$ cat src/erx_cfg.svh
// eLink receiver widths, register map and packet field positions
`ifndef ERX_CFG_SVH
`define ERX_CFG_SVH

// Beat geometry at the divided link clock
`define ERX_BEAT_W      64      // Data bits per beat
`define ERX_FRAME_W     8       // One frame bit per byte slot
`define ERX_LANES       8       // Raw lane levels for GPIO sampling
`define ERX_ADDR_W      32      // Packet address width

// Configuration port
`define ERX_REG_ADDR_W  2
`define ERX_REG_CTRL    2'd0    // Enable, gpio_mode, dataout
`define ERX_REG_STATUS  2'd1    // Sticky framing error in bit 0
`define ERX_REG_DATAIN  2'd2    // GPIO readback, read only
`define ERX_REG_PKTCNT  2'd3    // Received packet count
`define ERX_PKTCNT_W    16

// Head beat fields
`define ERX_CTRL_MSB    63
`define ERX_CTRL_LSB    56
`define ERX_DST_MSB     55
`define ERX_DST_LSB     24
// Body beat fields
`define ERX_DATA_MSB    63
`define ERX_DATA_LSB    32
`define ERX_SRC_MSB     31
`define ERX_SRC_LSB     0

`endif

$ cat src/erx_link_pkg.sv
// eLink receiver link-side types for deserialized beats, frames and lane levels
`default_nettype none

`include "erx_cfg.svh"

package erx_link_pkg;

   //########################################
   // Beat contents
   //########################################

   // Frame bit per byte slot, bit 0 is the first byte on the wire
   typedef logic [`ERX_FRAME_W-1:0] frame_t;

   // Eight bytes of link data per divided clock
   typedef logic [`ERX_BEAT_W-1:0] beat_data_t;

   //########################################
   // GPIO readback
   //########################################

   typedef logic [`ERX_LANES-1:0] lane_t;   // Raw lane levels

   // Frame bit sits above the lanes
   typedef logic [`ERX_LANES:0] gpio_in_t;

   //########################################
   // One beat as it travels through the receiver
   //########################################

   typedef struct packed {
      frame_t     frame;   // Upper 8 bits
      beat_data_t data;    // Lower 64 bits
   } rx_beat_t;            // 72 bits

endpackage

`default_nettype wire

$ cat src/erx_xact_pkg.sv
// eLink receiver transaction and configuration types, packets and decoder states
`default_nettype none

`include "erx_cfg.svh"

package erx_xact_pkg;

   //########################################
   // Packet fields
   //########################################

   typedef logic [`ERX_ADDR_W-1:0] addr_t;
   typedef logic [31:0] word_t;   // Data word, also the config bus width

   // Bit 0 write, bits 3:2 datamode, rest passed through untouched
   typedef logic [7:0] ctrl_t;

   typedef struct packed {
      ctrl_t ctrl;      // From head beat
      addr_t dstaddr;   // From head beat
      word_t data;      // From body beat
      addr_t srcaddr;   // From body beat
   } erx_packet_t;      // 104 bits

   // Decoder position within a head and body pair
   typedef enum logic [1:0] {
      DEC_IDLE,         // Waiting for a rising frame
      DEC_HEAD,         // Head latched, body expected next
      DEC_BODY          // Packet done, frame may continue a burst
   } dec_state_t;

   //########################################
   // Configuration
   //########################################

   typedef logic [`ERX_REG_ADDR_W-1:0] reg_addr_t;

   // Laid out as CTRL bits 3:0
   typedef struct packed {
      logic [1:0] dataout;     // Bit 1 wr_wait, bit 0 rd_wait in GPIO mode
      logic       gpio_mode;   // Bit 1
      logic       rx_enable;   // Bit 0
   } rx_ctrl_t;

endpackage

`default_nettype wire

$ cat src/erx_ecfg.sv
// eLink receiver configuration block with control, sticky status, GPIO readback and packet count
`timescale 1ns/100ps
`default_nettype none

`include "erx_cfg.svh"

module erx_ecfg
   import erx_link_pkg::*;
   import erx_xact_pkg::*;
(
   input  wire       rx_lclk_div4,
   input  wire       rxreset,
   input  wire       cfg_write,   // Single-cycle write strobe
   input  reg_addr_t cfg_addr,
   input  word_t     cfg_wdata,
   output word_t     cfg_rdata,   // Combinational read
   input  gpio_in_t  datain,      // Sampled lanes and frame bit
   input  wire       pkt_valid,
   input  wire       frame_err,
   output rx_ctrl_t  ctrl
);

   logic                     err_flag;   // Sticky framing error
   logic [`ERX_PKTCNT_W-1:0] pkt_cnt;

   // Write decode
   wire ctrl_we   = cfg_write & (cfg_addr == `ERX_REG_CTRL);
   wire status_we = cfg_write & (cfg_addr == `ERX_REG_STATUS);
   wire pktcnt_we = cfg_write & (cfg_addr == `ERX_REG_PKTCNT);

   //########################################
   // Registers
   //########################################

   always_ff @(posedge rx_lclk_div4 or posedge rxreset)
   begin
      if (rxreset)
         ctrl <= '0;                              // Disabled, fabric waits
      else if (ctrl_we)
         ctrl <= rx_ctrl_t'(cfg_wdata[3:0]);
   end

   always_ff @(posedge rx_lclk_div4 or posedge rxreset)
   begin
      if (rxreset)
         err_flag <= 1'b0;
      else if (frame_err)
         err_flag <= 1'b1;                        // New error beats a clear
      else if (status_we && cfg_wdata[0])
         err_flag <= 1'b0;                        // Write one to clear
   end

   always_ff @(posedge rx_lclk_div4 or posedge rxreset)
   begin
      if (rxreset)
         pkt_cnt <= '0;
      else if (pktcnt_we)
         pkt_cnt <= '0;                           // Any value clears
      else if (pkt_valid)
         pkt_cnt <= pkt_cnt + 1'b1;               // Wraps
   end

   //########################################
   // Read mux
   //########################################

   always_comb
   begin
      case (cfg_addr)
         `ERX_REG_CTRL   : cfg_rdata = word_t'(ctrl);
         `ERX_REG_STATUS : cfg_rdata = word_t'(err_flag);
         `ERX_REG_DATAIN : cfg_rdata = word_t'(datain);
         `ERX_REG_PKTCNT : cfg_rdata = word_t'(pkt_cnt);
         default         : cfg_rdata = '0;
      endcase
   end

   // Decoder never completes and drops a packet on the same beat
   a_err_excl_pkt : assert property (@(posedge rx_lclk_div4) disable iff (rxreset)
      !(frame_err && pkt_valid))
      else $error("frame_err and pkt_valid high in the same cycle");

endmodule

`default_nettype wire

$ cat src/erx_io.sv
// eLink receiver fabric-side IO with control syncs, beat pipeline, frame masking and waits
`timescale 1ns/100ps
`default_nettype none

`include "erx_cfg.svh"

module erx_io
   import erx_link_pkg::*;
   import erx_xact_pkg::*;
(
   input  wire      rx_lclk_div4,
   input  wire      rxreset,
   input  rx_ctrl_t ctrl,             // From config block, other domain
   input  rx_beat_t beat_in,          // Deserialized beat, always valid
   input  lane_t    lanes,            // Raw lane levels
   input  wire      fabric_wr_wait,
   input  wire      fabric_rd_wait,
   output rx_beat_t beat_par,         // Beat two clocks later
   output gpio_in_t datain,
   output logic     rx_wr_wait,
   output logic     rx_rd_wait
);

   logic [1:0] rxenb_sync;            // [1] first stage, [0] in use
   logic [1:0] rxgpio_sync;
   logic       rxenb;
   logic       rxgpio;

   frame_t     frame_reg;             // First stage, masked
   frame_t     frame_par;
   beat_data_t data_reg;
   beat_data_t data_par;
   gpio_in_t   datain_reg;

   assign rxenb  = rxenb_sync[0];
   assign rxgpio = rxgpio_sync[0];

   //########################################
   // Control synchronizers
   //########################################

   // Enable shifts in a one, held clear while enable is low
   always_ff @(posedge rx_lclk_div4 or posedge rxreset)
   begin
      if (rxreset)
         rxenb_sync <= '0;
      else if (!ctrl.rx_enable)
         rxenb_sync <= '0;
      else
         rxenb_sync <= {1'b1, rxenb_sync[1]};
   end

   always_ff @(posedge rx_lclk_div4 or posedge rxreset)
   begin
      if (rxreset)
         rxgpio_sync <= '0;
      else
         rxgpio_sync <= {ctrl.gpio_mode, rxgpio_sync[1]};
   end

   //########################################
   // Beat pipeline
   //########################################

   always_ff @(posedge rx_lclk_div4 or posedge rxreset)
   begin
      if (rxreset)
      begin
         frame_reg <= '0;
         frame_par <= '0;
      end
      else
      begin
         // No frames reach the decoder when off or in GPIO mode
         frame_reg <= beat_in.frame & {`ERX_FRAME_W{rxenb & ~rxgpio}};
         frame_par <= frame_reg;
      end
   end

   always_ff @(posedge rx_lclk_div4)
   begin
      data_reg <= beat_in.data;
      data_par <= data_reg;
   end

   assign beat_par = '{frame: frame_par, data: data_par};

   //########################################
   // GPIO sampling and waits
   //########################################

   always_ff @(posedge rx_lclk_div4)
   begin
      datain_reg <= {frame_par[0], lanes};   // Frame bit on top
      datain     <= datain_reg;
   end

   // Wait pins are constants from config in GPIO mode
   assign rx_rd_wait = rxgpio ? ctrl.dataout[0] : fabric_rd_wait;
   assign rx_wr_wait = rxgpio ? ctrl.dataout[1] : fabric_wr_wait;

   // Masking follows the synced enable through both beat stages
   a_frame_masked : assert property (@(posedge rx_lclk_div4) disable iff (rxreset)
      !rxenb |-> ##2 (frame_par == '0))
      else $error("frame passed while receiver disabled");

endmodule

`default_nettype wire

$ cat src/erx_protocol.sv
// eLink receiver packet decoder turning framed head and body beats into packets
`timescale 1ns/100ps
`default_nettype none

`include "erx_cfg.svh"

module erx_protocol
   import erx_link_pkg::*;
   import erx_xact_pkg::*;
(
   input  wire         rx_lclk_div4,
   input  wire         rxreset,
   input  rx_beat_t    beat_par,       // From IO pipeline
   output logic        pkt_valid,      // One clock after body beat
   output erx_packet_t pkt,
   output logic        frame_err       // Dropped partial packet
);

   dec_state_t state;
   dec_state_t state_nxt;
   logic       prev_zero;               // Last frame was all zeros
   ctrl_t      head_ctrl;
   addr_t      head_dst;

   logic       frame_ones;
   logic       frame_zero;
   logic       frame_bad;
   logic       take_head;
   logic       take_body;
   logic       err_nxt;

   // Only all ones or all zeros are legal on aligned beats
   assign frame_ones = (beat_par.frame == '1);
   assign frame_zero = (beat_par.frame == '0);
   assign frame_bad  = !frame_ones && !frame_zero;

   //########################################
   // Next state
   //########################################

   always_comb
   begin
      state_nxt = state;
      take_head = 1'b0;
      take_body = 1'b0;
      err_nxt   = 1'b0;
      if (frame_bad)
      begin
         err_nxt   = 1'b1;
         state_nxt = DEC_IDLE;
      end
      else
      begin
         case (state)
            DEC_IDLE :
               if (frame_ones && prev_zero)   // Rising frame marks a head
               begin
                  take_head = 1'b1;
                  state_nxt = DEC_HEAD;
               end
            DEC_HEAD :
               if (frame_ones)
               begin
                  take_body = 1'b1;
                  state_nxt = DEC_BODY;
               end
               else
               begin
                  err_nxt   = 1'b1;           // Frame fell mid packet
                  state_nxt = DEC_IDLE;
               end
            DEC_BODY :
               if (frame_ones)                // Burst continues
               begin
                  take_head = 1'b1;
                  state_nxt = DEC_HEAD;
               end
               else
                  state_nxt = DEC_IDLE;
            default :
               state_nxt = DEC_IDLE;
         endcase
      end
   end

   //########################################
   // State and strobes
   //########################################

   always_ff @(posedge rx_lclk_div4 or posedge rxreset)
   begin
      if (rxreset)
      begin
         state     <= DEC_IDLE;
         prev_zero <= 1'b0;
         pkt_valid <= 1'b0;
         frame_err <= 1'b0;
      end
      else
      begin
         state     <= state_nxt;
         prev_zero <= frame_zero;
         pkt_valid <= take_body;
         frame_err <= err_nxt;
      end
   end

   // Packet fields, qualified by pkt_valid
   always_ff @(posedge rx_lclk_div4)
   begin
      if (take_head)
      begin
         head_ctrl <= beat_par.data[`ERX_CTRL_MSB:`ERX_CTRL_LSB];
         head_dst  <= beat_par.data[`ERX_DST_MSB:`ERX_DST_LSB];
      end
      if (take_body)
         pkt <= '{ctrl    : head_ctrl,
                  dstaddr : head_dst,
                  data    : beat_par.data[`ERX_DATA_MSB:`ERX_DATA_LSB],
                  srcaddr : beat_par.data[`ERX_SRC_MSB:`ERX_SRC_LSB]};
   end

   // A packet takes two beats, so strobes never touch
   a_pkt_single : assert property (@(posedge rx_lclk_div4) disable iff (rxreset)
      pkt_valid |=> !pkt_valid)
      else $error("pkt_valid high two cycles in a row");

endmodule

`default_nettype wire

$ cat src/erx.sv
// eLink receiver fabric top joining IO pipeline, packet decoder and config block
`timescale 1ns/100ps
`default_nettype none

module erx
   import erx_link_pkg::*;
   import erx_xact_pkg::*;
(
   input  wire         rx_lclk_div4,
   input  wire         rxreset,
   input  rx_beat_t    beat_in,
   input  lane_t       lanes,
   input  wire         fabric_wr_wait,
   input  wire         fabric_rd_wait,
   input  wire         cfg_write,
   input  reg_addr_t   cfg_addr,
   input  word_t       cfg_wdata,
   output word_t       cfg_rdata,
   output logic        pkt_valid,
   output erx_packet_t pkt,
   output logic        rx_wr_wait,
   output logic        rx_rd_wait
);

   rx_ctrl_t ctrl;        // Config to IO
   rx_beat_t beat_par;    // IO to decoder
   gpio_in_t datain;      // IO to config readback
   logic     frame_err;   // Decoder to status

   erx_ecfg i_ecfg (
      .rx_lclk_div4 (rx_lclk_div4),
      .rxreset      (rxreset),
      .cfg_write    (cfg_write),
      .cfg_addr     (cfg_addr),
      .cfg_wdata    (cfg_wdata),
      .cfg_rdata    (cfg_rdata),
      .datain       (datain),
      .pkt_valid    (pkt_valid),
      .frame_err    (frame_err),
      .ctrl         (ctrl)
   );

   erx_io i_io (
      .rx_lclk_div4   (rx_lclk_div4),
      .rxreset        (rxreset),
      .ctrl           (ctrl),
      .beat_in        (beat_in),
      .lanes          (lanes),
      .fabric_wr_wait (fabric_wr_wait),
      .fabric_rd_wait (fabric_rd_wait),
      .beat_par       (beat_par),
      .datain         (datain),
      .rx_wr_wait     (rx_wr_wait),
      .rx_rd_wait     (rx_rd_wait)
   );

   erx_protocol i_protocol (
      .rx_lclk_div4 (rx_lclk_div4),
      .rxreset      (rxreset),
      .beat_par     (beat_par),
      .pkt_valid    (pkt_valid),
      .pkt          (pkt),
      .frame_err    (frame_err)
   );

endmodule

`default_nettype wire

$ cat config.mk
export PLATFORM = sky130hd
export DESIGN_NAME = erx
export DESIGN_NICKNAME = d
export VERILOG_FILES = /design/src/erx_link_pkg.sv /design/src/erx_xact_pkg.sv /design/src/erx_ecfg.sv /design/src/erx_io.sv /design/src/erx_protocol.sv /design/src/erx.sv
export VERILOG_INCLUDE_DIRS = /design/src /design/src/src
export SDC_FILE = /design/constraint.sdc
export NUM_CORES = 1
export LEC_CHECK = 0
export ABC_AREA = 1
export ABC_CLOCK_PERIOD_IN_PS = 10150
export BUFFER_PORTS_ARGS = -buffer_cell sky130_fd_sc_hd__buf_2
export CORE_MARGIN = 3
export CORE_UTILIZATION = 51
export DETAILED_ROUTE_END_ITERATION = 6
export HOLD_SLACK_MARGIN = 0.08
export PLACE_DENSITY = 0.78
export REMOVE_ABC_BUFFERS = 1
export SLEW_MARGIN = 20
export SYNTH_ARGS = -nofsm -noshare
export SYNTH_HDL_FRONTEND = slang
export SYNTH_SLANG_ARGS = --single-unit
$ cat constraint.sdc
create_clock -name rx_lclk_div4 -period 10.15 [get_ports rx_lclk_div4]
set_input_delay 0.5075 -clock rx_lclk_div4 [delete_from_list [all_inputs] [get_ports rx_lclk_div4]]
set_output_delay 0.5075 -clock rx_lclk_div4 [all_outputs]
set_load 0.03 [all_outputs]
==> flow_metrics.tcl, run 1 <==
set metrics [dict create \
    nets 992 \
    grt_pass1_vias 5322 \
    endpoint_kind "register" \
    setup_viol 0 \
    max_freq_mhz 383.3 \
    routed_wl_mm 18.88 \
    synth_top_area_frac 0.4573 \
    ys_warn_count 0 \
    maxSlewHeadroom 0.2853 \
    met1_usage 0.2181 \
    fin_crit_ps 2609 \
    via_per_inst 4.627 \
    drtPass1Iterations 4 \
    gp_congestion 0.8359 \
    fin_skew_ps 18.94 \
    cts_tree "built" \
    antenna_found_initial 0 \
    ctsResizeCount 0 \
    hold_viol_final 0 \
    fin_ws_ps 7541 \
    setup.worst_path.start "i_io.frame_par[7]" \
    drv_cap 0 \
    synth_top_cell_by_area "edfxtp_1" \
    ir_worst_vdd_uv 152.7 \
    gr-total-overflow 0 \
    numPortBuffers 213 \
    busiest_layer "met2" \
    synth_area_per_cell_um2 16.92 \
    die_area_um2 20210 \
    drive_above_1_share 0.3170 \
    nFillCells 1119 \
    grt_max_degree 85 \
    rsz0062_at_grt "no" \
    vias 5205 \
    dp_hpwl_mm 10.75 \
    met3_usage 0.03864 \
    die_x_um 142.2 \
    power.leakage_nw 5.291 \
    min-delay-path-class "in -> reg" \
    hold_ws_ps 96.10 \
    syn-cell-area_um2 9457 \
    ys_seq_area_frac 0.8881 \
    finalPower_mw 2.761 \
    rows 49 \
    r2r_setup_slack_ps 7540 \
    r2r_cells 6 \
    track_usage 0.1802 \
    multi_input_area_um2 840.8 \
    power_density_nw_per_um2 220.3 \
    core_um2 18090 \
    ant_nets 0 \
    antenna_cells 0 \
    post_cts_buffers 0 \
    final_util 0.6930 \
    finalMaxSlewViolations 0 \
    cts.sinks 336 \
    clock-root-buffer "clkbuf_16" \
    outcome "finished clean" \
    required_ps 10300 \
    endpoint "i_protocol.pkt[76]" \
    wl_per_cell_um 16.78 \
    fin_crit_sh 0.2570 \
    area_growth_pct 32.54 \
    start_util 0.5229 \
    clock_latency_ps 530 \
    path_class "reg -> reg" \
    numCtsBuffers 31 \
    drt_iter0_drc 229 \
    pre_cts_ws_ps 7464 \
    setup_tns_ps 0 \
    die_h_um 142.2 \
    synth_cells 559 \
    clk_pin_slew_ps 70 \
    drc 0 \
    pin_count 258 \
    critPathArrivalTime_ps 2760 \
    grt_first_pass_wirelength_mm 28.42 \
    use_met2 0.3247 \
    yosys_register_bits 336 \
    cts_buffer_depth 3 \
    path_max_fanout 84 \
    worst_pin_slew_ps 1072 \
    r2r_end "i_protocol.pkt[76]" \
    worstReg2RegStart "i_io.frame_par[7]" \
    cp-start-kind "register" \
    h-tree-depth 1 \
    register_area_um2 8398 \
    yosys-top-cells-area "edfxtp_1 46%, dfxtp_1 31%, dfrtp_1 12%" \
    synth_cell_types 31 \
    largest_reg_flops 104 \
]
[how the worst min path moves through the flow]
stage	startpoint	end	slack [ps]	cells past startpoint
3_5_place_dp	i_io.data_reg[11]	i_io.data_par[11]	310	0
3_3_place_gp	i_io.data_reg[28]	i_io.data_par[28]	310	0
6_report	beat_in[55]	i_io.data_reg[55]	100	1
5_1_grt	beat_in[43]	i_io.data_reg[43]	80	1
2_1_floorplan	i_io.data_reg[0]	i_io.data_par[0]	310	0
4_1_cts	beat_in[34]	i_io.data_reg[34]	80	1
[area by class of cell]
type,count,area share
clock buffer,44,0.07477
clock inverter,13,0.01248
inverter,42,0.01258
multi-input combinational,178,0.06709
sequential,336,0.6701
tap,229,0.02286
timing repair buffer,283,0.1402
[cells in the mapped netlist]
cell type and n:
buf_2 1, conb_1 1, nor2_1 42, nand2_2 2, nor2_2 3, o21ai_0 12, a21oi_1 6, clkinv_1 1
dfxtp_1 146, and2_1 1, nor2_4 2, nand3_2 1, inv_1 40, dfrtp_1 46, nor3_1 11, nand3_1 9
inv_2 1, nand2_1 56, edfxtp_1 144, nand4_1 3, a21o_1 1, o211ai_1 3, ha_1 1, nor4_1 1
o2111ai_1 1, buf_4 16, o21ai_1 1, nand3b_1 1, mux2_2 4, a31oi_1 1, clkbuf_1 1
[cells in the final DEF (no fill, tap or decap), drive strengths merged]
cell	synthesis	final
mux2	4	4
clkbuf	1	44
nand3	10	10
and2	1	1
nor2	47	47
ha	1	1
nand2	58	58
dlygate4sd3	0	66
edfxtp	144	144
clkinv	1	7
o21ai	13	13
nor3	11	11
nand4	3	3
clkinvlp	0	3
nand3b	1	1
inv	41	42
buf	17	217
dfrtp	46	46
conb	1	16
a31oi	1	1
bufinv	0	3
o2111ai	1	1
a21oi	6	6
nor4	1	1
a21o	1	1
dfxtp	146	146
o211ai	3	3
[worst max-delay path, cell delays in order (launching register included)]
cell and delay (ps):
dfrtp_1 320, inv_1 50, nor3_1 190, nand4_1 260, nor3_2 180, buf_4 320
buf_4 870
[report_power, final]
part           internal (mW)  switching (mW)  total, mW
clock network          0.721           0.480       1.20
registers               1.45          0.0181       1.47
logic                 0.0412          0.0481     0.0893
total                   2.21           0.547       2.76
[routing by layer]
layer  vias up  wire (um)
li1       2485          -
met1      2458       7385
met2       225       9556
met3        37       1520
met4         0        413
met5         -          0
[repair_timing]
| action | in CTS | in global routing |
|---|---|---|
| hold endpoints to repair | 65 | 1 |
| hold buffers | 65 | 1 |
| setup endpoints to repair | 0 | 0 |
[through the flow]
stage          instance area [um2]  std cells
3_5_place_dp                 10780       1002
4_1_cts                      12520       1124
6_report                     12530       1125
2_1_floorplan                 9384        556
5_1_grt                      12530       1125
3_3_place_gp                 10780       1002
[cells by family after synthesis]
kind of cell    after synthesis  synth area share
simple gates                132           0.06033
other cells                   1         0.0003965
compound gates               25           0.01482
buf+inv                      60           0.03030
flops                       336            0.8881
mux                           4          0.004763
fa+ha+maj                     1          0.001323
Power figures use the tool's default switching activity.
==> run 2, diff against run 1 <==
--- a/config.mk
+++ b/config.mk
@@ -7,7 +7,7 @@
 export NUM_CORES = 1
 export LEC_CHECK = 0
 export ABC_AREA = 1
-export ABC_CLOCK_PERIOD_IN_PS = 10150
+export ABC_CLOCK_PERIOD_IN_PS = 2500
 export BUFFER_PORTS_ARGS = -buffer_cell sky130_fd_sc_hd__buf_2
 export CORE_MARGIN = 3
 export CORE_UTILIZATION = 51
==> constraint.sdc (replaced) <==
create_clock -name rx_lclk_div4 -period 2.5 [get_ports rx_lclk_div4]
set_input_delay 0.125 -clock rx_lclk_div4 [delete_from_list [all_inputs] [get_ports rx_lclk_div4]]
set_output_delay 0.125 -clock rx_lclk_div4 [all_outputs]
set_load 0.03 [all_outputs]
==> run 2 against run 1 <==
Flip-flop and latch count unchanged. Power increased to 3.9 times the previous value. Core utilization increased by 0.86 points. Count of clock-buffer cells in the layout decreased by 3. Largest power group unchanged. Register-to-register slack got worse by 7100 ps. Worst hold slack improved by 67 ps. Critical endpoint is now i_protocol.pkt[46]. Fmax increased by 28%. First-iteration DRC count increased by 32%. Routed wire length decreased by 1.9%.
==> flow_metrics.tcl, run 2 (synthesis results as in run 1) <==
set metrics [dict create \
    multi_input_area_um2 840.8 \
    ctsResizeCount 0 \
    rows 49 \
    layout_common_cells "213 x buf_2, 146 x dfxtp_1, 144 x edfxtp_1" \
    pwr-share-seq 0.553 \
    hold_start "cfg_addr[0]" \
    setup_viol 0 \
    cts_buffer_depth 3 \
    crit_buf_inv 2 \
    whs_endpoint "i_ecfg.pkt_cnt[1]" \
    finalMaxSlewViolations 0 \
    power_frac_clock 0.409 \
    drv_cap 0 \
    grt_pass1_vias 5487 \
    power.switching_mw 2.223 \
    path_class "reg -> reg" \
    drc 0 \
    rsz0062_at_grt "no" \
    drtPass1Iterations 4 \
    cts_tree "built" \
    grt_first_pass_wirelength_mm 28.22 \
    power_density_nw_per_um2 850.9 \
    pwr-share-comb 0.038 \
    gr-total-overflow 0 \
    core_um2 18090 \
    worstReg2RegStart "i_io.frame_par[7]" \
    grt_max_degree 106 \
    post_cts_buffers 0 \
    cp-start-kind "register" \
    clock_latency_ps 550 \
    start_util 0.5229 \
    fin_crit_sh 0.8156 \
    h-tree-depth 1 \
    ir_worst_vdd_uv 570.5 \
    outcome "finished clean" \
    min-delay-path-class "in -> reg" \
    finalPower_mw 10.80 \
    fin_crit_ps 2039 \
    dp_hpwl_mm 10.71 \
    numCtsBuffers 31 \
    numPortBuffers 213 \
    cts.sinks 336 \
    critPathArrivalTime_ps 2220 \
    gp_congestion 0.8401 \
    vias 5317 \
    area_growth_pct 34.18 \
    die_h_um 142.2 \
    power.leakage_nw 5.349 \
    routed_wl_mm 18.52 \
    wl_per_cell_um 16.11 \
    pin_count 258 \
    p_int_mw 8.573 \
    drt_iter0_drc 303 \
    die_x_um 142.2 \
    path_max_fanout 105 \
    final_util 0.7016 \
    antenna_cells 0 \
    track_usage 0.1780 \
    r2r_cells 5 \
    crit_slowest_cell "buf_12" \
    fin_skew_ps 12.17 \
    clock-root-buffer "clkbuf_16" \
    antenna_found_initial 0 \
    cp_cell_sequence "inv_1 -> nor3_1 -> nand4_1 -> nor3_2 -> buf_12" \
    critical-path-top-delay-family "simple AND/OR/NAND/NOR gates" \
    endpoint_kind "register" \
    largest_reg_flops 104 \
    drive_above_1_share 0.3040 \
    final_common_cell "buf_2" \
    max_stage_delay_ps 480 \
    nFillCells 1093 \
    hold_viol_final 0 \
    max_freq_mhz 490.4 \
    nets 1016 \
    r2r_end "i_protocol.pkt[46]" \
    register_area_um2 8398 \
    required_ps 2680 \
    p_sw_frac 0.2059 \
    r2r_setup_slack_ps 460 \
    die_area_um2 20210 \
    maxSlewHeadroom 0.4167 \
    ant_nets 0 \
    hold-path-cell-count 4 \
    worst_pin_slew_ps 869.6 \
    via_per_inst 4.623 \
    clk_pin_slew_ps 60 \
]
run 2: area by class of cell:
class,instances,area share
multi-input combinational,178,0.06627
clock buffer,41,0.06883
inverter,42,0.01242
sequential,336,0.6619
clock inverter,17,0.008480
tap,229,0.02258
timing repair buffer,307,0.1596
run 2: power groups by stage:
| stage | clock, mW | sequential (mW) | combinational [mW] |
|---|---|---|---|
| global route | 4.74 | 5.99 | 0.442 |
| floorplan | 0 | 6.06 | 0.155 |
| global placement | 0 | 6.07 | 0.266 |
| detailed placement | 0 | 6.09 | 0.270 |
| CTS | 4.49 | 5.97 | 0.399 |
| finish | 4.42 | 5.97 | 0.407 |
run 2: what timing repair did:
action | CTS | global route
hold endpoints to repair | 108 | 0
hold buffers | 91 | 0
setup endpoints to repair | 0 | 0
run 2: stage by stage:
| step | setup WS (ps) | setup TNS (ps) | hold slack (ps) | cell area, um2 | std cells |
|---|---|---|---|---|---|
| 2_1_floorplan | -6134 | -641230 | 152.7 | 9384 | 556 |
| 3_3_place_gp | 526.5 | 0 | 226.8 | 10800 | 1001 |
| 3_5_place_dp | 482.9 | 0 | 228.6 | 10800 | 1001 |
| 4_1_cts | 458.4 | 0 | 125.3 | 12690 | 1150 |
| 5_1_grt | 272.4 | 0 | 174.2 | 12690 | 1150 |
| 6_report | 461.0 | 0 | 163.5 | 12690 | 1150 |
run 2: metal layers:
layer | track usage | wire, um | vias to the layer above
met4 | 0.04798 | 476 | 0
met5 | 0 | 0 | -
met3 | 0.04704 | 1519 | 40
met2 | 0.3205 | 9306 | 213
met1 | 0.2123 | 7219 | 2533
li1 | - | - | 2531
run 2: worst max-delay path by stage:
stage,slack (ps),cells after the start,startpoint,end
after CTS,460,5,i_io.frame_par[7],i_protocol.pkt[8]
after global routing,270,5,i_io.frame_par[7],i_protocol.pkt[12]
after detailed placement,480,5,i_io.frame_par[7],i_protocol.pkt[36]
after floorplan,-6130,4,i_io.frame_par[7],i_protocol.pkt_valid
final,460,5,i_io.frame_par[7],i_protocol.pkt[46]
after global placement,530,5,i_io.frame_par[7],i_protocol.pkt[11]
run 2: worst min-delay path: stages:
cell and delay (ps):
buf_2 130, nand3_2 250, a31oi_1 130, inv_1 40
